--- config.mk ---
export PLATFORM = sky130hd
export DESIGN_NAME = pipe_ctrl
export DESIGN_NICKNAME = d
export VERILOG_FILES = /design/src/common/gpu_pkg.sv /design/src/logic/pipe_ctrl.sv
export VERILOG_INCLUDE_DIRS = /design/src /design/src/common
export SDC_FILE = /design/constraint.sdc
export NUM_CORES = 1
export LEC_CHECK = 0
export BUFFER_PORTS_ARGS = -buffer_cell sky130_fd_sc_hd__buf_2
export CORE_ASPECT_RATIO = 1.4
export CORE_UTILIZATION = 25
export CTS_BUF_LIST = sky130_fd_sc_hd__clkbuf_16
export CTS_CLUSTER_DIAMETER = 30
export DETAILED_ROUTE_END_ITERATION = 12
export PLACE_DENSITY = 0.48
export SLEW_MARGIN = 10
export SYNTH_ARGS = -nofsm -noshare
export SYNTH_HDL_FRONTEND = slang
export SYNTH_SLANG_ARGS = --single-unit
--- constraint.sdc ---
create_clock -name clk -period 5.1 [get_ports clk]
set_input_delay 1.02 -clock clk [delete_from_list [all_inputs] [get_ports clk]]
set_output_delay 1.02 -clock clk [all_outputs]
set_load 0.005 [all_outputs]
--- src/common/gpu_params.svh ---
`ifndef GPU_PARAMS_SVH
`define GPU_PARAMS_SVH

// Bus and DRAM word widths
`define GPU_DATA_W 32
`define GPU_ADDR_W 32

// Screen coordinates are unsigned and live in the low bits of a word
`define GPU_CORD_W 10
`define GPU_FB_WIDTH  640
`define GPU_FB_HEIGHT 480

// Triangle record is v0x, v0y, v1x, v1y, v2x, v2y, color
`define GPU_TRI_WORDS 7

// Host register byte offsets
`define GPU_ADDR_CONTROL     32'h0000_0000
`define GPU_ADDR_STATUS      32'h0000_0004
`define GPU_ADDR_VERTEX_BASE 32'h0000_0008
`define GPU_ADDR_TRI_COUNT   32'h0000_000C
`define GPU_ADDR_FB_BASE     32'h0000_0014

// Product of two coordinate deltas plus sign and carry
`define GPU_EDGE_W (2 * `GPU_CORD_W + 2)

`endif

--- src/common/gpu_pkg.sv ---
`include "gpu_params.svh"

package gpu_pkg;

  // Data word on the host bus and DRAM
  typedef logic [`GPU_DATA_W-1:0] word_t;

  // Byte address
  typedef logic [`GPU_ADDR_W-1:0] addr_t;

  typedef logic [`GPU_CORD_W-1:0] coord_t;   // Unsigned screen coordinate
  typedef logic [`GPU_DATA_W-1:0] color_t;   // Flat triangle color

  // Triangle index or count
  typedef logic [15:0] tri_cnt_t;

  typedef logic signed [`GPU_EDGE_W-1:0] edge_t;   // Signed edge function value

  // Per-draw sequencing
  typedef enum logic [1:0] {
    PIPE_IDLE,
    PIPE_FETCH,
    PIPE_RASTER,
    PIPE_DONE
  } pipe_state_t;

endpackage

--- src/logic/pipe_ctrl.sv ---
`timescale 1ns/1ps

module pipe_ctrl import gpu_pkg::*; (
  input  logic     clk,
  input  logic     glbl_rst_n,
  input  logic     i_start,
  input  tri_cnt_t i_tri_count,
  output logic     o_fetch_go,
  input  logic     i_fetch_done,
  output logic     o_rast_go,
  input  logic     i_rast_done,
  output logic     o_draw_done,
  output logic     o_busy,
  output tri_cnt_t o_tri_index
);

  pipe_state_t state;
  tri_cnt_t    tri_index;
  tri_cnt_t    tri_total;   // Count captured at start
  logic        fetch_go;
  logic        rast_go;

  always_ff @(posedge clk or negedge glbl_rst_n) begin
    if (!glbl_rst_n) begin
      state     <= PIPE_IDLE;
      tri_index <= '0;
      tri_total <= '0;
      fetch_go  <= 1'b0;
      rast_go   <= 1'b0;
    end else begin
      fetch_go <= 1'b0;
      rast_go  <= 1'b0;
      case (state)
        PIPE_IDLE: begin
          if (i_start) begin
            state     <= PIPE_FETCH;
            tri_index <= '0;
            tri_total <= i_tri_count;
            fetch_go  <= (i_tri_count != '0);   // Empty draw skips the fetch
          end
        end
        PIPE_FETCH: begin
          if (i_fetch_done) begin
            state   <= PIPE_RASTER;
            rast_go <= 1'b1;
          end else if (tri_total == '0) begin
            state <= PIPE_DONE;
          end
        end
        PIPE_RASTER: begin
          if (i_rast_done) begin
            if (tri_index == tri_total - 16'd1) begin
              state <= PIPE_DONE;
            end else begin
              state     <= PIPE_FETCH;
              tri_index <= tri_index + 16'd1;
              fetch_go  <= 1'b1;
            end
          end
        end
        PIPE_DONE: state <= PIPE_IDLE;
        default:   state <= PIPE_IDLE;
      endcase
    end
  end

  assign o_fetch_go  = fetch_go;
  assign o_rast_go   = rast_go;
  assign o_draw_done = (state == PIPE_DONE);   // DONE lasts exactly one cycle
  assign o_busy      = (state != PIPE_IDLE);
  assign o_tri_index = tri_index;

  // Completion strobes from the worker blocks must match the current stage
  assert property (@(posedge clk) disable iff (!glbl_rst_n) i_fetch_done |-> state == PIPE_FETCH)
    else $error("fetch_done outside FETCH");
  assert property (@(posedge clk) disable iff (!glbl_rst_n) i_rast_done |-> state == PIPE_RASTER)
    else $error("rast_done outside RASTER");

endmodule

==> impl_metrics.json <==
{
  "synth_top_area_cell": "dfrtp_1",
  "r2r_cells": 10,
  "cts_tree": "done",
  "drc": 0,
  "worstPathCellList": "inv_1, ha_1, or4b_1, nor4_1, xnor2_1, mux2i_1, o21a_1, nor4_4, nor2_1, a21o_1",
  "worstSetupPathType": "flop to flop",
  "nFillCells": 965,
  "cts_sinks": 36,
  "cts.path.max_buffers": 2,
  "yosysSeqAreaShare_pct": 38.92,
  "drive_gt1_share_pct": 17.53,
  "grt_pass1_vias": 2106,
  "path_depth": 10,
  "nets": 330,
  "cp.arrival_ns": 3.82,
  "synthArstFlopShare_pct": 100.0,
  "status": "finished, final reports clean",
  "skew_ns": 0.007636,
  "rows": 41,
  "die_w_um": 83.33,
  "boundaryPins": 41,
  "cap_violations": 0,
  "crit_buf_inv": 1,
  "avgViaCountPerCell": 5.094,
  "synth_area_um2": 2315,
  "grt_overflow": 0,
  "path_max_fanout": 23,
  "place.gp.congestion": 0.7695,
  "final_antenna_net_count": 0,
  "critPathSlowestCell": "nor4_4",
  "synthCells": 273,
  "whs_ns": 0.5251,
  "setup_viol_count_final": 0,
  "p_per_area_nw_per_um2": 483.4,
  "clk_latency_ns": 0.28,
  "end_kind": "flop",
  "synth_edf_count": 0,
  "maxSlewViolCount": 0,
  "die_h_um": 115.9,
  "vias": 2114,
  "critPathTopFamily": "simple AND/OR/NAND/NOR gates",
  "portBuffers": 40,
  "hold_buffers": 0,
  "synth_flop_cell": "dfrtp_1",
  "antenna_found_initial": 0,
  "dp_hpwl_um": 4723,
  "hold_viol": 0,
  "tns_ns": 0,
  "relSlewSlack_pct": 32.62,
  "grtUsageTotal_pct": 14.19,
  "post_cts_buffers": 0,
  "peakVddDrop_v": 0.0002254,
  "wire_per_inst_um": 15.63,
  "start_util_pct": 25.78,
  "routed_wl_um": 6486,
  "synth_top_area_share_pct": 38.92,
  "finalCritPeriodShare_pct": 71.42,
  "fin_crit_ns": 3.642,
  "cts_max_level": 2,
  "syn_nets": 296,
  "worst-slew-pin-transition_ns": 1.003,
  "yosysWarnings": 0,
  "drtPass1Iterations": 4,
  "drt_iter0_drc": 91,
  "grt_max_degree": 37,
  "rrSetupSlack_ns": 1.46,
  "avgSynthCellArea_um2": 8.479,
  "grt_pass1_wl_um": 10630,
  "ctsResizeCount": 0,
  "place_inst": 407,
  "rsz0062_at_grt": "false",
  "ys_ff_latch": 36,
  "hold_path_class": "flop to flop",
  "fmax_mhz": 274.6,
  "cts_buffers": 5,
  "die_area_um2": 9653,
  "holdPathStages": 2,
  "stdcell_count": 415,
  "core_um2": 8977,
  "synth.area.top_cells": "dfrtp_1 39%, nand2_1 11%, mux2i_1 5.2%",
  "worstPathRequired_ns": 5.28,
  "diodes": 0,
  "synth_cell_type_count": 46,
  "worstSetupStartpointType": "flop",
  "syn_to_final_growth_pct": 18.76,
  "clk_pin_slew_ns": 0.06,
  "power_leakage_nw": 1.220,
  "clk_root_buffer_cell": "clkbuf_16",
  "slowest_delay_ns": 0.89
}
worst paths after layout:
check	from	to
setup / recovery	tri_total[0]	o_fetch_go
hold / removal	tri_total[8]	tri_total[8]
setup reg to reg	tri_total[0]	o_fetch_go
hold reg to reg	tri_total[8]	tri_total[8]
max in group asynchronous	glbl_rst_n	tri_total[1]
min in group asynchronous	glbl_rst_n	tri_total[14]
logic make-up after synthesis:
kind of cell,count (synthesis),synth area share (%)
AO/OA/AOI/OAI,35,10.38
AND/OR/NAND/NOR,153,34.54
XOR/XNOR,16,6.054
adder cells (fa/ha/maj),2,1.081
multiplexers,12,5.189
flip-flops,36,38.92
buffers and inverters,19,3.838
stage by stage:
stage | setup WS, ns | power, mW | cell area [µm²] | utilization (%)
6_report | 1.458 | 1.329 | 2749 | 30.62
3_5_place_dp | 1.421 | 0.9891 | 2586 | 28.81
5_1_grt | 1.162 | 1.423 | 2749 | 30.62
2_1_floorplan | 2.144 | 0.8388 | 2315 | -
3_3_place_gp | 1.489 | 0.9777 | 2586 | 28.81
4_1_cts | 1.423 | 1.342 | 2749 | 30.62
cell usage in the layout (no fill, tap or decap), types with 7 or more instances in the layout:
| cell type | n |
|---|---|
| nor4_1 | 10 |
| nand4_1 | 8 |
| xor2_1 | 7 |
| nand2_1 | 66 |
| dfrtp_1 | 36 |
| nand3_1 | 7 |
| xnor2_1 | 9 |
| nor2_1 | 15 |
| o21ai_0 | 9 |
| or4_1 | 7 |
| buf_2 | 40 |
| mux2i_1 | 12 |
synth_stat cells (2+ instances only):
library cell,n
a211o_1,2
a21o_1,2
a21oi_1,6
and2_1,3
and4b_1,2
buf_6,2
clkbuf_1,10
clkbuf_2,2
dfrtp_1,36
ha_1,2
inv_1,5
mux2i_1,12
nand2_1,66
nand2b_1,6
nand3_1,7
nand3b_1,4
nand4_1,8
nor2_1,15
nor2b_1,2
nor3_1,5
nor4_1,10
nor4b_1,2
o211ai_1,3
o21ai_0,9
o31ai_1,5
or2_2,3
or3_1,5
or4_1,7
xnor2_1,9
xor2_1,7
registers in the layout (all words and copies together), names as in the netlist:
signal and count:
o_tri_index 16, tri_total 16, state 2, o_fetch_go 1, o_rast_go 1
report_power, final:
group          switching (mW)  internal, mW
combinational           0.273         0.211
clock                   0.121         0.227
sequential              0.130         0.366
area by class of cell:
| type | instances | area [µm²] | area share (%) |
|---|---|---|---|
| clock buffers | 5 | 125.1 | 4.552 |
| clock inverters | 3 | 37.54 | 1.365 |
| inverters | 5 | 18.77 | 0.6827 |
| multi-input cells | 218 | 1325 | 48.20 |
| flip-flops and latches | 36 | 900.9 | 32.77 |
| well taps | 107 | 133.9 | 4.870 |
| repair buffers | 41 | 207.7 | 7.556 |
metal layers:
| metal | global-route usage, % | share of wire (%) | wire length [µm] |
|---|---|---|---|
| met4 | 6.437 | 2.2 | 145 |
| met2 | 26.67 | 52 | 3382 |
| met3 | 1.923 | 2.3 | 150 |
| met5 | 0 | 0 | 0 |
| met1 | 15.92 | 43 | 2808 |
worst reg2reg max path, delay by kind of cell (launching register included):
family | cells | cell delay, ns
buf+inv | 1 | 0.10
xor+xnor | 1 | 0.17
compound gates | 2 | 0.43
mux | 1 | 0.08
flops | 1 | 0.42
fa+ha+maj | 1 | 0.20
simple gates | 4 | 2.15
No activity file was read; power rests on OpenSTA's default activity.
