`src/common/gpu_params.svh`:
```
`ifndef GPU_PARAMS_SVH
`define GPU_PARAMS_SVH

// Bus and DRAM word widths
`define GPU_DATA_W 32
`define GPU_ADDR_W 32

// Screen coordinates are unsigned and live in the low bits of a word
`define GPU_CORD_W 10
`define GPU_FB_WIDTH  640
`define GPU_FB_HEIGHT 480

// Triangle record is v0x, v0y, v1x, v1y, v2x, v2y, color
`define GPU_TRI_WORDS 7

// Host register byte offsets
`define GPU_ADDR_CONTROL     32'h0000_0000
`define GPU_ADDR_STATUS      32'h0000_0004
`define GPU_ADDR_VERTEX_BASE 32'h0000_0008
`define GPU_ADDR_TRI_COUNT   32'h0000_000C
`define GPU_ADDR_FB_BASE     32'h0000_0014

// Product of two coordinate deltas plus sign and carry
`define GPU_EDGE_W (2 * `GPU_CORD_W + 2)

`endif

```
`src/common/gpu_pkg.sv`:
```
`include "gpu_params.svh"

package gpu_pkg;

  // Data word on the host bus and DRAM
  typedef logic [`GPU_DATA_W-1:0] word_t;

  // Byte address
  typedef logic [`GPU_ADDR_W-1:0] addr_t;

  typedef logic [`GPU_CORD_W-1:0] coord_t;   // Unsigned screen coordinate
  typedef logic [`GPU_DATA_W-1:0] color_t;   // Flat triangle color

  // Triangle index or count
  typedef logic [15:0] tri_cnt_t;

  typedef logic signed [`GPU_EDGE_W-1:0] edge_t;   // Signed edge function value

  // Per-draw sequencing
  typedef enum logic [1:0] {
    PIPE_IDLE,
    PIPE_FETCH,
    PIPE_RASTER,
    PIPE_DONE
  } pipe_state_t;

endpackage

```
`src/common/gpu_ifs.sv`:
```
`timescale 1ns/1ps
`include "gpu_params.svh"

// Read path from vertex fetch to the DRAM port
interface mem_rd_if;
  logic                   req;
  logic [`GPU_ADDR_W-1:0] addr;
  logic [`GPU_DATA_W-1:0] rdata;
  logic                   rvalid;   // One cycle after req

  modport client (output req, output addr, input rdata, input rvalid);
  modport port   (input req, input addr, output rdata, output rvalid);
endinterface


// Covered pixels, one strobe per fragment
interface frag_if;
  logic                   valid;
  logic [`GPU_CORD_W-1:0] x;
  logic [`GPU_CORD_W-1:0] y;
  logic [`GPU_DATA_W-1:0] color;

  modport src (output valid, output x, output y, output color);
  modport dst (input valid, input x, input y, input color);
endinterface

```
`src/logic/pixel_writer.sv`:
```
`timescale 1ns/1ps
`include "gpu_params.svh"

module pixel_writer import gpu_pkg::*; (
  input  logic     clk,
  input  logic     glbl_rst_n,
  input  addr_t    i_fb_base,
  frag_if.dst      frag,
  mem_rd_if.port   mem,

  // DRAM
  output logic     o_dram_we,
  output addr_t    o_dram_addr,
  output word_t    o_dram_wdata,
  input  word_t    i_dram_rdata
);

  addr_t pix_index;
  addr_t pix_addr;

  // Row-major with four bytes per pixel
  assign pix_index = addr_t'(frag.y) * addr_t'(`GPU_FB_WIDTH) + addr_t'(frag.x);
  assign pix_addr  = i_fb_base + (pix_index << 2);

  always_comb begin
    o_dram_we    = frag.valid;
    o_dram_addr  = '0;
    o_dram_wdata = '0;
    if (frag.valid) begin
      o_dram_addr  = pix_addr;
      o_dram_wdata = frag.color;
    end else if (mem.req) begin
      o_dram_addr = mem.addr;   // Fetch read
    end
  end

  assign mem.rdata = i_dram_rdata;

  always_ff @(posedge clk or negedge glbl_rst_n) begin
    if (!glbl_rst_n) begin
      mem.rvalid <= 1'b0;
    end else begin
      mem.rvalid <= mem.req && !frag.valid;   // Data lands one cycle after the address
    end
  end

  // Fetch and raster phases are never active together
  assert property (@(posedge clk) disable iff (!glbl_rst_n) !(frag.valid && mem.req))
    else $error("fragment collides with a fetch read");

endmodule

```
`src/flat_wrapper.sv`:
```
// flat-port wrapper written by rule: the top's interface ports become plain ports
module pixel_writer_flat import gpu_pkg::*;
  (clk, glbl_rst_n, i_fb_base, o_dram_we, o_dram_addr, o_dram_wdata, i_dram_rdata, frag_valid, frag_x, frag_y, frag_color, mem_req, mem_addr, mem_rdata, mem_rvalid);
  frag_if frag_i ();
  mem_rd_if mem_i ();
  input  logic clk;
  input  logic glbl_rst_n;
  input  addr_t i_fb_base;
  output logic o_dram_we;
  output addr_t o_dram_addr;
  output word_t o_dram_wdata;
  input  word_t i_dram_rdata;
  input wire logic [$bits(frag_i.valid)-1:0] frag_valid;
  input wire logic [$bits(frag_i.x)-1:0] frag_x;
  input wire logic [$bits(frag_i.y)-1:0] frag_y;
  input wire logic [$bits(frag_i.color)-1:0] frag_color;
  input wire logic [$bits(mem_i.req)-1:0] mem_req;
  input wire logic [$bits(mem_i.addr)-1:0] mem_addr;
  output wire logic [$bits(mem_i.rdata)-1:0] mem_rdata;
  output wire logic [$bits(mem_i.rvalid)-1:0] mem_rvalid;
  assign frag_i.valid = frag_valid;
  assign frag_i.x = frag_x;
  assign frag_i.y = frag_y;
  assign frag_i.color = frag_color;
  assign mem_i.req = mem_req;
  assign mem_i.addr = mem_addr;
  assign mem_rdata = mem_i.rdata;
  assign mem_rvalid = mem_i.rvalid;
  pixel_writer u_core (.clk(clk), .glbl_rst_n(glbl_rst_n), .i_fb_base(i_fb_base), .frag(frag_i), .mem(mem_i), .o_dram_we(o_dram_we), .o_dram_addr(o_dram_addr), .o_dram_wdata(o_dram_wdata), .i_dram_rdata(i_dram_rdata));
endmodule
```
`config.mk`:
```
export PLATFORM = sky130hd
export DESIGN_NAME = pixel_writer_flat
export DESIGN_NICKNAME = d
export VERILOG_FILES = /design/src/common/gpu_pkg.sv /design/src/common/gpu_ifs.sv /design/src/logic/pixel_writer.sv /design/src/flat_wrapper.sv
export VERILOG_INCLUDE_DIRS = /design/src /design/src/common
export SDC_FILE = /design/constraint.sdc
export NUM_CORES = 1
export LEC_CHECK = 0
export ABC_AREA = 1
export ABC_CLOCK_PERIOD_IN_PS = 6650
export BUFFER_PORTS_ARGS = -buffer_cell sky130_fd_sc_hd__buf_2
export CORE_AREA = 2 2 96 98
export DETAILED_ROUTE_END_ITERATION = 7
export DIE_AREA = 0 0 98 100
export GPL_TIMING_DRIVEN = 1
export PLACE_DENSITY = 0.8
export SYNTH_ARGS = -nofsm -noshare
export SYNTH_HDL_FRONTEND = slang
export SYNTH_SLANG_ARGS = --single-unit
```
`constraint.sdc`:
```
create_clock -name clk -period 6.65 [get_ports clk]
set_clock_uncertainty 0.2 [all_clocks]
set_input_delay 0.3325 -clock clk [delete_from_list [all_inputs] [get_ports clk]]
set_output_delay 0.3325 -clock clk [all_outputs]
set_load 0.01 [all_outputs]
```
==> out/qor.txt <==
Seq pwr share - 1.2%
Distinct cells, synth - 35
CTS clock-pin slew for the worst setup and hold paths - 0 ns
final core occ - 49.3%
initial DRC count - 206
share of the yosys chip area belonging to registers - 0.698%
first-pass GRT wire length - 17.4 mm
WS Path Type - in2out
setup repair bufs after CTS - 0
pin count of the biggest net entering global routing - 58
Final Hold Vio Count - 0
initial core utilization - 40.3%
HPWL after detailed placement - 9.52 mm
all-layer global routing usage - 20.8%
Synth Cell Area - 3580 µm²
Core Box Area - 8890 µm²
Row Count - 35
post-CTS resize count - 0
Sum Neg Setup Slack - 0 ns
crit share post-route - 65.2%
YS warnings - 0
EDFF count, synth - 0
post-route ant nets - 0
Die Span Y - 100 µm
Max Cap Viol - 0
syn_nets - 904
Post-layout nets - 1051
Sw Share - 61.5%
Final setup viols - 0
crit-path max FO - 5
Setup WS post-layout - 2.31 ns
Vias - 4429
GPL Wtd Cong - 0.927
total gr overflow - 0
drt first pass iters - 4
layout cells sized above 1 - 25.2%
fmax - 231 MHz
Area growth, synth to finish - 22.3%
initial antenna violation count - 0
commonest non-fill, non-tap cells in the layout - nand2_1 (275), buf_2 (185), inv_1 (143)
pre-CTS WS - 2.31 ns
RSZ-0062 raised after global routing - false
Slew @ Worst Pin - 1.02 ns
Mean Syn Cell Area - 5.06 µm²
number of global-route vias before repair - 3914
DRC Markers - 0
die width - 98 µm
Port Buf Inserts - 185
Worst Hold Class - in2async
status - completed
FF+latch count, synth - 1
max FFs per register - 1
Largest regs - u_core.mem.rvalid: 1 flops
pwr dens - 122 nW/µm²
Net Switching - 330 µW
Cells after Synth - 708
routed wire length - 10.8 mm
Required @ worst endpoint - 6.12 ns
Top reg by flops - u_core.mem.rvalid
most common cell after layout, fill and taps aside - nand2_1
leakage power - 3.05 nW
routed length per instance - 11.2 µm
final hold slack - 0.450 ns
async set-reset flop share out of synthesis - 100%
clock network fraction of total power - 0%
CP startpoint kind - input pin
CP arrival - 3.80 ns
vias per cell - 4.59
Antenna Cells - 0
max_slew headroom - 32.2%
I/O Pins - 250
die area - 9800 µm²
VDD IR max - 0.0586 mV
fillcell total - 1012
Synth Flop Type - dfrtp_1
post-route minimum period - 4.34 ns
share of total power in combinational logic - 98.8%
Power Internal - 206 µW
fin. max-slew vios - 0
Worst setup EP type - primary output
-- worst max-delay path by stage --
stage                            to  cells after the start      start
floorplan           o_dram_addr[30]                     26  frag_y[1]
global placement    o_dram_addr[31]                     27  frag_y[1]
detailed placement  o_dram_addr[31]                     27  frag_y[1]
CTS                 o_dram_addr[31]                     27  frag_y[1]
global route        o_dram_addr[30]                     28  frag_y[1]
finish              o_dram_addr[29]                     26  frag_y[1]
-- layout make-up --
type | instances | area (µm²) | share of cell area, %
multi-input combinational | 519 | 2730 | 62.2
timing repair buffer | 187 | 943 | 21.5
inverter | 146 | 548 | 12.5
tap | 111 | 139 | 3.17
sequential | 1 | 25.0 | 0.571
-- layer usage --
metal	vias up	GRT usage (%)	share of wire [%]	routed length, µm
met5	-	0	0	0
met4	0	3.53	1.4	151
met3	12	1.88	6.5	701
met2	136	36.9	46	4970
met1	1860	28.0	46	4970
li1	2421	-	-	-
-- power by group through the flow --
stage | registers, mW | clock network [mW] | logic (mW)
floorplan | 0.00676 | 0 | 0.383
CTS | 0.00662 | 0 | 0.529
global route | 0.00663 | 0 | 0.607
global placement | 0.00655 | 0 | 0.520
finish | 0.00659 | 0 | 0.529
detailed placement | 0.00662 | 0 | 0.526
-- critical path: stages --
cell,delay [ns]
buf_2,0.13
ha_1,0.28
ha_1,0.18
inv_1,0.06
fa_1,0.42
xnor2_2,0.23
nand2_2,0.09
nor2_2,0.12
nand2_2,0.07
nor2_2,0.12
nand2_2,0.08
nor2_1,0.09
nand2_1,0.05
nand2_1,0.06
inv_1,0.04
ha_1,0.32
nand2_1,0.17
inv_1,0.07
a21oi_1,0.19
nand2_1,0.10
a21oi_1,0.19
nand2_1,0.07
nand2_1,0.06
nand3_1,0.06
nand2_1,0.09
buf_2,0.13
-- through the flow --
stage / std cells / power, mW / cell area, µm²
after floorplan: 708 / 0.390 / 3580
after global placement: 963 / 0.526 / 4370
after detailed placement: 963 / 0.533 / 4370
after CTS: 964 / 0.535 / 4380
after global routing: 964 / 0.613 / 4380
final: 964 / 0.535 / 4380
-- what timing repair did --
item	in CTS	in global routing
endpoints found under the setup margin	0	0
hold buffers	1	0
endpoints found under the hold margin	1	0
-- logic make-up (layout without fill, tap and decap cells) --
| kind of cell | after synthesis | in the layout | synth area share [%] |
|---|---|---|---|
| AO/OA/AOI/OAI | 63 | 63 | 9.98 |
| XOR/XNOR | 12 | 12 | 3.14 |
| adder cells (fa/ha/maj) | 44 | 44 | 16.0 |
| buffers and inverters | 188 | 333 | 23.2 |
| flip-flops | 1 | 1 | 0.698 |
| other | 1 | 1 | 0.105 |
| AND/OR/NAND/NOR | 399 | 399 | 46.9 |
-- cells in the mapped netlist (all sizes together) (3+ instances only) --
cell type,n,area [µm²]
xor2,7,61.3
inv,145,544
buf,37,264
nor3,9,45.0
o21ai,22,110
nand2,286,1110
a22o,6,52.6
xnor2,5,51.3
nor2,46,193
nand4,6,43.8
ha,41,513
a21oi,30,154
fa,3,60.1
o21bai,5,41.3
clkbuf,5,18.8
nand3,45,240
nand3b,5,41.3
Power figures use the tool's default switching activity.
