File: config.mk
export PLATFORM = sky130hd
export DESIGN_NAME = vertex_fetch_flat
export DESIGN_NICKNAME = d
export VERILOG_FILES = /design/src/common/gpu_pkg.sv /design/src/common/gpu_ifs.sv /design/src/raster/vertex_fetch.sv /design/src/flat_wrapper.sv
export VERILOG_INCLUDE_DIRS = /design/src /design/src/common
export SDC_FILE = /design/constraint.sdc
export NUM_CORES = 1
export LEC_CHECK = 0
export ABC_AREA = 1
export CORE_MARGIN = 3
export CORE_UTILIZATION = 55
export DETAILED_ROUTE_END_ITERATION = 10
export DONT_BUFFER_PORTS = 1
export GPL_TIMING_DRIVEN = 0
export PLACE_DENSITY = 0.81
export REMOVE_ABC_BUFFERS = 1
export SLEW_MARGIN = 20
export SYNTH_ARGS = -nofsm -noshare
export SYNTH_HDL_FRONTEND = slang
export SYNTH_SLANG_ARGS = --single-unit
File: constraint.sdc
create_clock -name clk -period 4.1 [get_ports clk]
set_input_delay 0.82 -clock clk [delete_from_list [all_inputs] [get_ports clk]]
set_output_delay 0.82 -clock clk [all_outputs]
set_load 0.005 [all_outputs]
File: src/common/gpu_params.svh
`ifndef GPU_PARAMS_SVH
`define GPU_PARAMS_SVH

// Bus and DRAM word widths
`define GPU_DATA_W 32
`define GPU_ADDR_W 32

// Screen coordinates are unsigned and live in the low bits of a word
`define GPU_CORD_W 10
`define GPU_FB_WIDTH  640
`define GPU_FB_HEIGHT 480

// Triangle record is v0x, v0y, v1x, v1y, v2x, v2y, color
`define GPU_TRI_WORDS 7

// Host register byte offsets
`define GPU_ADDR_CONTROL     32'h0000_0000
`define GPU_ADDR_STATUS      32'h0000_0004
`define GPU_ADDR_VERTEX_BASE 32'h0000_0008
`define GPU_ADDR_TRI_COUNT   32'h0000_000C
`define GPU_ADDR_FB_BASE     32'h0000_0014

// Product of two coordinate deltas plus sign and carry
`define GPU_EDGE_W (2 * `GPU_CORD_W + 2)

`endif

File: src/common/gpu_pkg.sv
`include "gpu_params.svh"

package gpu_pkg;

  // Data word on the host bus and DRAM
  typedef logic [`GPU_DATA_W-1:0] word_t;

  // Byte address
  typedef logic [`GPU_ADDR_W-1:0] addr_t;

  typedef logic [`GPU_CORD_W-1:0] coord_t;   // Unsigned screen coordinate
  typedef logic [`GPU_DATA_W-1:0] color_t;   // Flat triangle color

  // Triangle index or count
  typedef logic [15:0] tri_cnt_t;

  typedef logic signed [`GPU_EDGE_W-1:0] edge_t;   // Signed edge function value

  // Per-draw sequencing
  typedef enum logic [1:0] {
    PIPE_IDLE,
    PIPE_FETCH,
    PIPE_RASTER,
    PIPE_DONE
  } pipe_state_t;

endpackage

File: src/common/gpu_ifs.sv
`timescale 1ns/1ps
`include "gpu_params.svh"

// Read path from vertex fetch to the DRAM port
interface mem_rd_if;
  logic                   req;
  logic [`GPU_ADDR_W-1:0] addr;
  logic [`GPU_DATA_W-1:0] rdata;
  logic                   rvalid;   // One cycle after req

  modport client (output req, output addr, input rdata, input rvalid);
  modport port   (input req, input addr, output rdata, output rvalid);
endinterface

// Current triangle, held stable until the next fetch
interface tri_if;
  logic [`GPU_CORD_W-1:0] v0x;
  logic [`GPU_CORD_W-1:0] v0y;
  logic [`GPU_CORD_W-1:0] v1x;
  logic [`GPU_CORD_W-1:0] v1y;
  logic [`GPU_CORD_W-1:0] v2x;
  logic [`GPU_CORD_W-1:0] v2y;
  logic [`GPU_DATA_W-1:0] color;

  modport src (output v0x, output v0y, output v1x, output v1y,
               output v2x, output v2y, output color);
  modport dst (input v0x, input v0y, input v1x, input v1y,
               input v2x, input v2y, input color);
endinterface


File: src/raster/vertex_fetch.sv
`timescale 1ns/1ps
`include "gpu_params.svh"

module vertex_fetch import gpu_pkg::*; (
  input  logic     clk,
  input  logic     glbl_rst_n,
  input  logic     i_go,
  input  addr_t    i_vertex_base,
  input  tri_cnt_t i_tri_index,
  output logic     o_done,
  mem_rd_if.client mem,
  tri_if.src       tri_out
);

  localparam int               IDX_W     = $clog2(`GPU_TRI_WORDS);
  localparam logic [IDX_W-1:0] LAST_WORD = IDX_W'(`GPU_TRI_WORDS - 1);
  localparam addr_t            REC_BYTES = addr_t'(4 * `GPU_TRI_WORDS);

  logic             issuing;
  logic [IDX_W-1:0] rd_idx;
  logic [IDX_W-1:0] wr_idx;
  addr_t            rd_addr;
  word_t            rec_q [`GPU_TRI_WORDS];

  // One read request per cycle
  always_ff @(posedge clk or negedge glbl_rst_n) begin
    if (!glbl_rst_n) begin
      issuing <= 1'b0;
      rd_idx  <= '0;
      rd_addr <= '0;
    end else if (i_go) begin
      issuing <= 1'b1;
      rd_idx  <= '0;
      rd_addr <= i_vertex_base + addr_t'(i_tri_index) * REC_BYTES;
    end else if (issuing) begin
      rd_idx  <= rd_idx + 1'b1;
      rd_addr <= rd_addr + addr_t'(4);
      if (rd_idx == LAST_WORD) begin
        issuing <= 1'b0;
      end
    end
  end

  assign mem.req  = issuing;
  assign mem.addr = rd_addr;

  // Returning words fill the record and wrap back to word 0
  always_ff @(posedge clk or negedge glbl_rst_n) begin
    if (!glbl_rst_n) begin
      wr_idx <= '0;
    end else if (mem.rvalid) begin
      wr_idx <= (wr_idx == LAST_WORD) ? '0 : wr_idx + 1'b1;
    end
  end

  always_ff @(posedge clk) begin
    if (mem.rvalid) begin
      rec_q[wr_idx] <= mem.rdata;
    end
  end

  assign o_done = mem.rvalid && (wr_idx == LAST_WORD);   // Last word arriving

  assign tri_out.v0x   = rec_q[0][`GPU_CORD_W-1:0];
  assign tri_out.v0y   = rec_q[1][`GPU_CORD_W-1:0];
  assign tri_out.v1x   = rec_q[2][`GPU_CORD_W-1:0];
  assign tri_out.v1y   = rec_q[3][`GPU_CORD_W-1:0];
  assign tri_out.v2x   = rec_q[4][`GPU_CORD_W-1:0];
  assign tri_out.v2y   = rec_q[5][`GPU_CORD_W-1:0];
  assign tri_out.color = rec_q[6];

endmodule

File: src/flat_wrapper.sv
// flat-port wrapper written by rule: the top's interface ports become plain ports
module vertex_fetch_flat import gpu_pkg::*;
  (clk, glbl_rst_n, i_go, i_vertex_base, i_tri_index, o_done, mem_req, mem_addr, mem_rdata, mem_rvalid, tri_out_v0x, tri_out_v0y, tri_out_v1x, tri_out_v1y, tri_out_v2x, tri_out_v2y, tri_out_color);
  mem_rd_if mem_i ();
  tri_if tri_out_i ();
  input  logic clk;
  input  logic glbl_rst_n;
  input  logic i_go;
  input  addr_t i_vertex_base;
  input  tri_cnt_t i_tri_index;
  output logic o_done;
  output wire logic [$bits(mem_i.req)-1:0] mem_req;
  output wire logic [$bits(mem_i.addr)-1:0] mem_addr;
  input wire logic [$bits(mem_i.rdata)-1:0] mem_rdata;
  input wire logic [$bits(mem_i.rvalid)-1:0] mem_rvalid;
  output wire logic [$bits(tri_out_i.v0x)-1:0] tri_out_v0x;
  output wire logic [$bits(tri_out_i.v0y)-1:0] tri_out_v0y;
  output wire logic [$bits(tri_out_i.v1x)-1:0] tri_out_v1x;
  output wire logic [$bits(tri_out_i.v1y)-1:0] tri_out_v1y;
  output wire logic [$bits(tri_out_i.v2x)-1:0] tri_out_v2x;
  output wire logic [$bits(tri_out_i.v2y)-1:0] tri_out_v2y;
  output wire logic [$bits(tri_out_i.color)-1:0] tri_out_color;
  assign mem_req = mem_i.req;
  assign mem_addr = mem_i.addr;
  assign mem_i.rdata = mem_rdata;
  assign mem_i.rvalid = mem_rvalid;
  assign tri_out_v0x = tri_out_i.v0x;
  assign tri_out_v0y = tri_out_i.v0y;
  assign tri_out_v1x = tri_out_i.v1x;
  assign tri_out_v1y = tri_out_i.v1y;
  assign tri_out_v2x = tri_out_i.v2x;
  assign tri_out_v2y = tri_out_i.v2y;
  assign tri_out_color = tri_out_i.color;
  vertex_fetch u_core (.clk(clk), .glbl_rst_n(glbl_rst_n), .i_go(i_go), .i_vertex_base(i_vertex_base), .i_tri_index(i_tri_index), .o_done(o_done), .mem(mem_i), .tri_out(tri_out_i));
endmodule
==> metrics.yaml <==
routabilityCongestion: 0.9317
final_nets: 1153
area_delta_synth_final_pct: 10.35
htree_levels: 4
viasPerCell: 5.526
port_buffers: 0
r2r_setup_slack_ps: 1720
fin_cells: 1207
post_dp_cell_area_sq_um: 8473
die-width_microns: 128.5
p_per_area_nw_per_um2: 573.3
multiInputGateArea_sq_um: 3963
cts_sinks: 131
cp.required_ps: 4410
layout-drive-gt1-share_pct: 6.940
dpl.cell_count: 1173
period_share_pct: 95.67
fillCellCount: 1229
hold_class: "input pin to async pin"
finalHoldWorstSlack_ps: 88.47
cp_slowest_cell: "fa_1"
synth_xor_area_share_pct: 2.651
grtUsageTotal_pct: 24.11
endpoint_kind: "register"
die_h_microns: 128.5
pin_count: 210
drc: 0
synth-compound-area-share_pct: 6.969
status: "finished clean"
clock_skew_ps: 7.046
worst-path-buf-inv: 2
seqCellArea_sq_um: 3739
cp-start-kind: "input pin"
synthMuxAreaShare_pct: 0
dr.first_iter.drc_count: 488
slew_headroom_pct: 30.30
path_cells: "fa_1, ha_1, inv_1, fa_1, o21ai_2, buf_4, nand3_1, nand4_1, nand2_1, nand2_1, nand3_1, nand2_1, ha_1, a21oi_1, o21ai_0, o21bai_1, nand2_1, nand2_1, nand2_1, nor2_1, nor2_1"
via_count: 6670
max_freq_mhz: 254.9
synth_top_family_by_area: "simple AND/OR/NAND/NOR gates"
maxCapViolCount: 0
drtAntennaViolNets: 0
regToRegEndpoint: "u_core.mem.addr[22]"
antenna_found_initial: 0
crit_top_cell: "nand2_1"
insertedDiodeCount: 0
worstRegToRegCells: 7
critical_path.top_delay_family: "adder cells"
setup_viol: 0
hpwl_mm: 15.44
clkTransAtPathRegs_ps: 60
finish.utilization_pct: 62.47
final_hold_viol_count: 0
clk_path_buf_depth: 2
core_area_sq_um: 14590
root_buffer: "clkbuf_16"
placementRows: 44
grt_remaining_overflow: 0
design_area_sq_um: 9114
syn_area_sq_um: 8259
fin_crit_ps: 3923
grt_max_degree: 40
syn_inst: 999
r2r_start: "u_core.mem.req"
worstMarginPinSlew_ps: 1042
grt_pass1_vias: 6362
yosys.area_share.simple_pct: 27.60
seq_area_frac_synth_pct: 45.27
synthAdderAreaFrac_pct: 10.48
worst_ir_drop_vdd_mv: 0.3117
leakage_nw: 4.190
syn_area_per_cell_sq_um: 8.267
cp.arrival_ps: 4230
yosys_warnings: 0
path_class: "input pin to register"
dieArea_sq_um: 16520
synth_cell_types: 37
cts_tree: "built"
cts_buffers: 17
hold_buffers: 0
firstDrtPassIters: 5
clk_latency_ps: 420
cp_max_fo: 5
wl_per_cell_microns: 16.42
ys_seq_elements: 131
floorplan.initialDensity_pct: 56.61
routed_wl_mm: 19.82
critical_path.max_stage_delay_ps: 520
drv_slew: 0
grt_pass1_wl_mm: 31.49
[final cells by class]
type | instances | share of cell area, %
repair buffers | 3 | 0.3844
flip-flops and latches | 131 | 41.02
multi-input cells | 714 | 43.48
clock inverters | 15 | 2.032
clock buffers | 17 | 4.668
well taps | 184 | 2.526
inverters | 143 | 5.890
[placed cells by master (no fill, tap or decap), drive strengths merged]
cell      instances
bufinv            2
nor3             10
inv             154
a31oi             8
o211ai            3
a21boi            2
clkbuf           17
edfxtp           92
buf               3
clkinvlp          1
o22ai             3
and2              1
nand3b            8
xor2             18
xnor2             7
fa               17
nand2           300
a21o              1
o21ai            38
o21bai            3
dfrtp            39
nand4            20
or2               3
nor2            113
nand3            68
ha               42
a21oi            49
clkinv            1
[routing by layer]
metal | part of all wire (%) | up-vias | GRT usage [%]
met2 | 49 | 299 | 41.89
li1 | - | 3285 | -
met3 | 10 | 39 | 8.302
met4 | 2.6 | 0 | 8.894
met1 | 38 | 3047 | 27.57
met5 | 0 | - | 0
[power breakdown]
part	internal (mW)	switching (mW)	total, mW	leakage [nW]
Combinational	0.581	1.13	1.71	2.59
Clock	0.927	0.613	1.54	0.299
Sequential	1.68	0.297	1.98	1.30
[cell families after synthesis]
| group | after synthesis |
|---|---|
| buf+inv | 154 |
| fa+ha+maj | 59 |
| compound gates | 107 |
| xor+xnor | 25 |
| simple gates | 523 |
| flops | 131 |
[repair_timing]
item,4_1_cts,5_1_grt
gates resized for setup,0,7
endpoints found under the setup margin,0,14
buffers inserted,0,2
[worst max path at each step]
stage                   start                  end  slack [ps]  cells past startpoint
6_report       i_tri_index[0]  u_core.mem.addr[29]         180                     21
5_1_grt        i_tri_index[0]  u_core.mem.addr[24]          -5                     20
4_1_cts        i_tri_index[0]  u_core.mem.addr[30]          80                     20
3_5_place_dp   i_tri_index[0]  u_core.mem.addr[30]        -340                     20
3_3_place_gp   i_tri_index[0]  u_core.mem.addr[30]        -270                     20
2_1_floorplan  i_tri_index[0]  u_core.mem.addr[29]         180                     21
[state kept, by name, summed over array words and instances, names as in the netlist]
| name | flops |
|---|---|
| u_core.wr_idx | 3 |
| u_core.rd_idx | 3 |
| u_core.mem.addr | 32 |
| u_core.rec_q | 92 |
| u_core.mem.req | 1 |
[Yosys cell counts]
master    instances  area (sq um)
nand2_1         295          1107
inv_1           141         529.3
nor2_1          100         375.4
edfxtp_1         92          2763
nand3_1          63         315.3
a21oi_1          49         245.2
ha_1             42         525.5
dfrtp_1          39         975.9
o21ai_0          34         170.2
nand4_1          20         125.1
xor2_1           18         157.7
fa_1             17         340.3
a31oi_1           8         50.05
nand3b_1          8         60.06
nor2_2            8         50.05
nor3_1            8         40.04
clkbuf_1          7         26.28
xnor2_1           7         61.31
nand2_2           5         31.28
nor2_4            4         45.04
nand3_2           3         30.03
o211ai_1          3         22.52
o21ai_1           3         15.01
o21bai_1          3         22.52
o22ai_1           3         18.77
a21boi_0          2         15.01
buf_1             2         7.510
buf_2             2         10.01
inv_2             2         7.510
nand3_4           2         35.03
nor3_2            2         20.02
or2_2             2         12.51
a21o_1            1         7.510
and2_1            1         6.260
nor2_8            1         20.02
o21ai_2           1         8.760
or2_0             1         6.260
[metrics by stage]
stage	TNS, ps	total power [mW]	setup slack [ps]
CTS	0	5.225	78.85
detailed placement	-4007	3.674	-336.5
floorplan	0	3.212	182.7
global route	-5.360	5.588	-5.360
finish	0	5.225	177.5
global placement	-2592	3.624	-268.4
No activity file was read; power rests on OpenSTA's default activity.
