$ cat src/common/gpu_params.svh
`ifndef GPU_PARAMS_SVH
`define GPU_PARAMS_SVH

// Bus and DRAM word widths
`define GPU_DATA_W 32
`define GPU_ADDR_W 32

// Screen coordinates are unsigned and live in the low bits of a word
`define GPU_CORD_W 10
`define GPU_FB_WIDTH  640
`define GPU_FB_HEIGHT 480

// Triangle record is v0x, v0y, v1x, v1y, v2x, v2y, color
`define GPU_TRI_WORDS 7

// Host register byte offsets
`define GPU_ADDR_CONTROL     32'h0000_0000
`define GPU_ADDR_STATUS      32'h0000_0004
`define GPU_ADDR_VERTEX_BASE 32'h0000_0008
`define GPU_ADDR_TRI_COUNT   32'h0000_000C
`define GPU_ADDR_FB_BASE     32'h0000_0014

// Product of two coordinate deltas plus sign and carry
`define GPU_EDGE_W (2 * `GPU_CORD_W + 2)

`endif

$ cat src/common/gpu_pkg.sv
`include "gpu_params.svh"

package gpu_pkg;

  // Data word on the host bus and DRAM
  typedef logic [`GPU_DATA_W-1:0] word_t;

  // Byte address
  typedef logic [`GPU_ADDR_W-1:0] addr_t;

  typedef logic [`GPU_CORD_W-1:0] coord_t;   // Unsigned screen coordinate
  typedef logic [`GPU_DATA_W-1:0] color_t;   // Flat triangle color

  // Triangle index or count
  typedef logic [15:0] tri_cnt_t;

  typedef logic signed [`GPU_EDGE_W-1:0] edge_t;   // Signed edge function value

  // Per-draw sequencing
  typedef enum logic [1:0] {
    PIPE_IDLE,
    PIPE_FETCH,
    PIPE_RASTER,
    PIPE_DONE
  } pipe_state_t;

endpackage

$ cat src/logic/gpu_regs.sv
`timescale 1ns/1ps
`include "gpu_params.svh"

module gpu_regs import gpu_pkg::*; (
  input  logic     clk,
  input  logic     glbl_rst_n,

  // Host bus
  input  logic     i_bus_we,
  input  addr_t    i_bus_addr,
  input  word_t    i_bus_wdata,
  output word_t    o_bus_rdata,

  // Pipeline status
  input  logic     i_busy,
  input  logic     i_draw_done,

  // Draw setup
  output logic     o_start,
  output addr_t    o_vertex_base,
  output tri_cnt_t o_tri_count,
  output addr_t    o_fb_base
);

  addr_t    vertex_base;
  tri_cnt_t tri_count;
  addr_t    fb_base;
  logic     start_q;
  logic     irq;        // Sticky until STATUS is written
  logic     wr_control;
  logic     wr_status;

  assign wr_control = i_bus_we && (i_bus_addr == `GPU_ADDR_CONTROL);
  assign wr_status  = i_bus_we && (i_bus_addr == `GPU_ADDR_STATUS);

  always_ff @(posedge clk or negedge glbl_rst_n) begin
    if (!glbl_rst_n) begin
      vertex_base <= '0;
      tri_count   <= '0;
      fb_base     <= '0;
      start_q     <= 1'b0;
      irq         <= 1'b0;
    end else begin
      // Start only from idle, and never twice in a row
      start_q <= wr_control && i_bus_wdata[0] && !i_busy && !start_q;

      if (i_bus_we) begin
        case (i_bus_addr)
          `GPU_ADDR_VERTEX_BASE: vertex_base <= i_bus_wdata;
          `GPU_ADDR_TRI_COUNT:   tri_count   <= tri_cnt_t'(i_bus_wdata);
          `GPU_ADDR_FB_BASE:     fb_base     <= i_bus_wdata;
          default: ;
        endcase
      end

      if (i_draw_done) begin
        irq <= 1'b1;             // Completion wins over a clear
      end else if (wr_status) begin
        irq <= 1'b0;
      end
    end
  end

  always_comb begin
    case (i_bus_addr)
      `GPU_ADDR_CONTROL:     o_bus_rdata = word_t'(start_q);
      `GPU_ADDR_STATUS:      o_bus_rdata = word_t'({irq, i_busy});
      `GPU_ADDR_VERTEX_BASE: o_bus_rdata = vertex_base;
      `GPU_ADDR_TRI_COUNT:   o_bus_rdata = word_t'(tri_count);
      `GPU_ADDR_FB_BASE:     o_bus_rdata = fb_base;
      default:               o_bus_rdata = '0;
    endcase
  end

  assign o_start       = start_q;
  assign o_vertex_base = vertex_base;
  assign o_tri_count   = tri_count;
  assign o_fb_base     = fb_base;

  // A start must land while the pipeline is still idle
  assert property (@(posedge clk) disable iff (!glbl_rst_n) $rose(o_start) |-> !i_busy)
    else $error("start raised while pipeline busy");

endmodule

$ cat config.mk
export PLATFORM = sky130hd
export DESIGN_NAME = gpu_regs
export DESIGN_NICKNAME = d
export VERILOG_FILES = /design/src/common/gpu_pkg.sv /design/src/logic/gpu_regs.sv
export VERILOG_INCLUDE_DIRS = /design/src /design/src/common
export SDC_FILE = /design/constraint.sdc
export NUM_CORES = 1
export LEC_CHECK = 0
export ABC_AREA = 1
export BUFFER_PORTS_ARGS = -buffer_cell sky130_fd_sc_hd__buf_2
export CORE_UTILIZATION = 38
export DETAILED_ROUTE_END_ITERATION = 6
export PLACE_DENSITY = 0.72
export SLEW_MARGIN = 20
export SYNTH_ARGS = -nofsm -noshare
export SYNTH_HDL_FRONTEND = slang
export SYNTH_SLANG_ARGS = --single-unit
export TNS_END_PERCENT = 20
$ cat constraint.sdc
create_clock -name clk -period 1.2 [get_ports clk]
set_input_delay 0.06 -clock clk [delete_from_list [all_inputs] [get_ports clk]]
set_output_delay 0.06 -clock clk [all_outputs]
set_load 0.01 [all_outputs]
==> out/results.ini, run 1 <==
[place]
port_buffers=181
pre_cts_ws_ps=-266
globalplace.congestion=0.810
dp_hpwl_um=8580
dpl_cell_area_um2=5290

[synthesis]
synth_compound_area_share_pct=11.5
synth_edf_count=0
synthAdderAreaFrac_pct=0
synth_top_family_by_area=simple AND/OR/NAND/NOR gates
avgSynthCellArea_um2=7.94
ys_async_sr_fraction_pct=100
synth_warnings=0
synthXorXnorAreaFrac_pct=0
syn-cell-area_um2=4070
ys.flop_type=dfrtp_1
synthSimpleGateAreaFrac_pct=29.1
yosysUniqueCellTypes=25
synth-seq-area-share_pct=50.4
ys_ff_latch=82
netlist_instances=513
syn_nets=582
synthMuxAreaShare_pct=0

[timing]
skew_ps=0
post-route-period-util_pct=122
finalMaxSlewViolations=0
hold_viol=0
tightest_slew_ps=452
fin_ws_ps=-258
max_slew_margin_pct=69.9
setup_violations=63
rsz0062_at_grt=true
fmax_mhz=686
min_period_ps=1460
hold_ws_ps=56.3

[critical_path]
cp_max_fo=5
cpMaxStageDelayCell=and2_4
rr_worst_depth=3
start_kind=primary input
path_cells=buf_2 -> inv_2 -> nand2_2 -> nor2_2 -> nand2_1 -> nor2_2 -> and2_4 -> buf_12 -> buf_16 -> nand2_2 -> nand3_2 -> buf_6
rrSetupSlack_ps=370
critPathCaptureType=output pin
slowest_delay_ps=260
path_class=in2out
cp.arrival_ps=1400
cp.required_ps=1140

[power_and_ir_drop]
power.share.switching_pct=23.5
seq_power_share_pct=52.6
p_leak_nw=3.51
intPower_w=0.00401
power_density_nw_per_um2=837
clockPowerShare_pct=39.2
power_frac_comb_pct=8.2
p_sw_w=0.00123
peakVddDrop_v=0.000501

[clocking]
numCtsBuffers=9
htreeDepth=3
insertion_delay_ps=340
cts_root_buffer=clkbuf_8
cts_tree=built
cts_sinks=82
cts_max_path_buffers=2
clk_pin_slew_worst_paths_ps=80

[finish]
areaGrowthSynthToFinish_pct=53.9
nets=825
final_common_cell=buf_2
antenna_cells=0
drive_above_1_share_pct=40.2
final_cell_mix=164 x buf_2, 159 x nand2_1, 82 x dfrtp_1, 55 x nand3_1, 43 x inv_1
design_area_um2=6270

[floorplan]
core_um2=10400
die_width_um=106
row_count=37
ios=182
die_area_um2=11100
die_y_um=106
initial_core_util_pct=39.3

[routing]
routed_wl_um=13100
drtAntennaViolNets=0
dr.pass1.iters=4
post_drt_wl_per_cell_um=14.6
vias=4391
remaining_drc_errors=0
drt-initial-drc-count=235
vias_per_cell=4.90

[worst_hold_path]
holdPathStages=3
hold_path_class=in2reg

[global_routing]
grt_pass1_wl_um=20800
overflow=0
grt_pass1_vias=4388
grt_antenna_before_repair=0
grt_max_degree=83
globalRouteTotalUtil_pct=23.6

[run_status]
failed_checks=negative setup slack
status=complete, but fails checks

[job]
cap_violations=0

## synth_stat cells, types with 2 or more instances
master / count / area, um^2
buf_2: 8 / 40.0
inv_1: 43 / 161
buf_4: 3 / 22.5
dfrtp_1: 82 / 2050
clkbuf_1: 6 / 22.5
nor2_1: 24 / 90.1
o21ai_1: 29 / 145
o21ai_2: 16 / 140
nand2_1: 171 / 642
nand3_1: 61 / 305
nor2_2: 3 / 18.8
o21ai_0: 35 / 175
inv_2: 5 / 18.8
buf_1: 2 / 7.51
and2_1: 2 / 12.5
buf_6: 7 / 78.8
nand2_2: 6 / 37.5
nor3_1: 2 / 10.0
nor2_4: 2 / 22.5
## through the flow
stage | cells | util, % | power (W) | setup TNS [ps]
after floorplan | 513 | - | 0.00289 | 0
after global placement | 835 | 51.0 | 0.00311 | -15300
after detailed placement | 835 | 51.0 | 0.00312 | -18810
after CTS | 895 | 58.7 | 0.00526 | -4750
after global routing | 897 | 60.4 | 0.00546 | -14050
final | 897 | 60.4 | 0.00525 | -7890
## final timing paths
kind,start,endpoint
min in group asynchronous,glbl_rst_n,o_vertex_base[20]$_DFFE_PN0P_
worst max register to register,o_start$_DFF_PN0_,o_start$_DFF_PN0_
worst min register to register,o_tri_count[1]$_DFFE_PN0P_,o_tri_count[1]$_DFFE_PN0P_
worst max-delay path,i_bus_addr[5],o_bus_rdata[10]
max in group asynchronous,glbl_rst_n,o_vertex_base[2]$_DFFE_PN0P_
worst min-delay path,i_bus_we,o_start$_DFF_PN0_
## worst max-delay path, delay by kind of cell
family	cells	cell delay (ps)
buffers and inverters	5	510
AND/OR/NAND/NOR	7	800
## per-layer routing
| layer | up-vias | wire (um) | GRT usage [%] |
|---|---|---|---|
| met4 | 0 | 163 | 6.94 |
| met5 | - | 0 | 0 |
| li1 | 2119 | - | - |
| met1 | 2104 | 5710 | 29.7 |
| met3 | 17 | 809 | 5.32 |
| met2 | 151 | 6410 | 40.5 |
## power by group through the flow
stage	clock (W)	combinational, W	sequential [W]
CTS	0.00210	0.000408	0.00276
detailed placement	0	0.000305	0.00282
finish	0.00205	0.000430	0.00276
global placement	0	0.000298	0.00282
floorplan	0	0.0000705	0.00282
global route	0.00223	0.000473	0.00276
## logic make-up (layout without fill, tap and decap cells)
group / after synthesis / after routing
compound gates: 81 / 81
flops: 82 / 82
simple gates: 275 / 275
buf+inv: 75 / 323
## sequential cells by signal, indices dropped and copies added, names as in the netlist
name	cells
irq	1
o_fb_base	32
o_start	1
o_tri_count	16
o_vertex_base	32
## layout make-up
| class | instances | area, um^2 |
|---|---|---|
| well taps | 136 | 170 |
| multi-input cells | 356 | 1780 |
| clock inverters | 5 | 62.6 |
| repair buffers | 259 | 1860 |
| fillers | 932 | 4100 |
| flip-flops and latches | 82 | 2050 |
| inverters | 48 | 193 |
| clock buffers | 11 | 141 |
## what timing repair did
| action | in CTS | in global routing |
|---|---|---|
| setup endpoints to repair | 32 | 79 |
| buffers inserted | 6 | 1 |
| endpoints found under the hold margin | 147 | 0 |
| gates cloned | 3 | 1 |
| gates resized for setup | 29 | 37 |
| hold buffers | 35 | 0 |
| pin swaps | 15 | 14 |
(Power assumes the default switching activity.)
==> run 2: changes to the inputs <==
CTS_BUF_LIST = sky130_fd_sc_hd__clkbuf_4 sky130_fd_sc_hd__clkbuf_8 sky130_fd_sc_hd__clkbuf_16   (was not set)
==> run 2 against run 1 <==
  * Clock skew unchanged
  * Critical path type unchanged
  * Register-to-register slack about the same
  * Critical endpoint unchanged
  * First-iteration DRC count increased by 3.0%
  * Die area unchanged
  * Clock power about the same
  * Clock-buffer cell count unchanged
  * The run still ends with negative setup slack left
  * Fmax increased by 0.42%
  * Wire length about the same
  * Combinational power about the same
==> out/results.ini, run 2 (synthesis gave the netlist of run 1 again) <==
[clocking]
cts_root_buffer=clkbuf_8
cts_sinks=82
insertion_delay_ps=340
numCtsBuffers=9
cts_max_path_buffers=2
cts_tree=built
clk_pin_slew_worst_paths_ps=80
htreeDepth=3

[job]
cap_violations=0

[timing]
max_slew_margin_pct=69.5
min_period_ps=1450
tightest_slew_ps=458
finalMaxSlewViolations=0
fin_ws_ps=-252
rsz0062_at_grt=true
hold_ws_ps=56.2
skew_ps=0
setup_violations=63
fmax_mhz=689
hold_viol=0
post-route-period-util_pct=121

[finish]
final_common_cell=buf_2
areaGrowthSynthToFinish_pct=53.9
antenna_cells=0
drive_above_1_share_pct=40.3
fin_util_pct=60.5
final_cell_mix=164 x buf_2, 159 x nand2_1, 82 x dfrtp_1, 55 x nand3_1, 43 x inv_1
nets=825

[floorplan]
die_area_um2=11100
die_y_um=106
initial_core_util_pct=39.3
core_um2=10400
die_width_um=106
row_count=37
ios=182

[global_routing]
met3_usage_pct=5.32
grt_antenna_before_repair=0
met2_usage_pct=40.5
overflow=0
busiest_layer=met2
use_met1_pct=29.7
grt_pass1_wl_um=20800
grt_pass1_vias=4388
globalRouteTotalUtil_pct=23.6
grt_max_degree=83

[routing]
drt-initial-drc-count=242
vias=4378
remaining_drc_errors=0
vias_per_cell=4.88
drtAntennaViolNets=0
post_drt_wl_per_cell_um=14.6
routed_wl_um=13100
dr.pass1.iters=4

[critical_path]
setup.worst_path.start=i_bus_addr[5]
cp.arrival_ps=1390
r2r_end=o_start$_DFF_PN0_
rrSetupSlack_ps=370
start_kind=primary input
cp_max_fo=5
timing.rr.start=o_start$_DFF_PN0_
path_class=in2out
cp.required_ps=1140
crit_path_end=o_bus_rdata[10]
critPathCaptureType=output pin
rr_worst_depth=3

[worst_hold_path]
hold_path_class=in2reg

[place]
port_buffers=181
globalplace.congestion=0.810
dp_hpwl_um=8580

[run_status]
failed_checks=negative setup slack
status=complete, but fails checks

[power_and_ir_drop]
peakVddDrop_v=0.000502
power_density_nw_per_um2=840
p_leak_nw=3.52

run 2: worst min-delay path by stage:
stage / startpoint / endpoint / slack (ps) / cells after the start
2_1_floorplan: glbl_rst_n / irq$_DFFE_PN0P_ / -240 / 0
3_3_place_gp: glbl_rst_n / o_fb_base[18]$_DFFE_PN0P_ / 120 / 2
3_5_place_dp: glbl_rst_n / o_fb_base[18]$_DFFE_PN0P_ / 130 / 2
4_1_cts: i_bus_we / o_start$_DFF_PN0_ / 40 / 3
5_1_grt: i_bus_we / o_start$_DFF_PN0_ / 50 / 3
6_report: i_bus_we / o_start$_DFF_PN0_ / 60 / 3
run 2: metrics by stage:
stage | total power (W) | area (um^2) | setup TNS, ps | cells | worst slack (ps)
3_5_place_dp | 0.00312 | 5290 | -18810 | 835 | -266
6_report | 0.00527 | 6270 | -7670 | 897 | -252
3_3_place_gp | 0.00311 | 5290 | -15300 | 835 | -237
2_1_floorplan | 0.00289 | 4070 | 0 | 513 | 12.2
4_1_cts | 0.00529 | 6090 | -4750 | 895 | -198
5_1_grt | 0.00549 | 6270 | -14040 | 897 | -318
run 2: report_power, final:
| group | switching (W) | internal, W | total (W) |
|---|---|---|---|
| clock network | 0.00102 | 0.00105 | 0.00207 |
| logic | 0.000210 | 0.000221 | 0.000431 |
| registers | 0.0000000000229 | 0.00276 | 0.00276 |
| total | 0.00123 | 0.00404 | 0.00527 |
run 2: critical path, stage by stage:
cell and delay, ps:
buf_2 100, inv_2 70, nand2_2 60, nor2_2 120, nand2_1 90, nor2_2 160
and2_4 260, buf_12 130, buf_16 120, nand2_2 50, nand3_2 60, buf_6 100
run 2: repair_timing:
| item | CTS | global route |
|---|---|---|
| endpoints found under the hold margin | 147 | 0 |
| setup endpoints to repair | 32 | 79 |
| hold buffers | 35 | 0 |
| buffers inserted | 6 | 1 |
| pin swaps | 15 | 14 |
| cloned | 3 | 1 |
| resized for setup | 28 | 37 |
run 2: final cells by class:
type                    count  area [um^2]
repair buffers            259         1860
well taps                 136          170
multi-input cells         356         1780
inverters                  48          193
fillers                   933         4100
clock inverters             5         62.6
clock buffers              11          145
flip-flops and latches     82         2050
run 2: routing by layer:
layer,vias to the layer above,part of all wire (%),routed length [um]
met1,2094,43,5690
met2,147,49,6430
li1,2122,-,-
met5,-,0,0
met3,15,6.3,822
met4,0,1.2,157
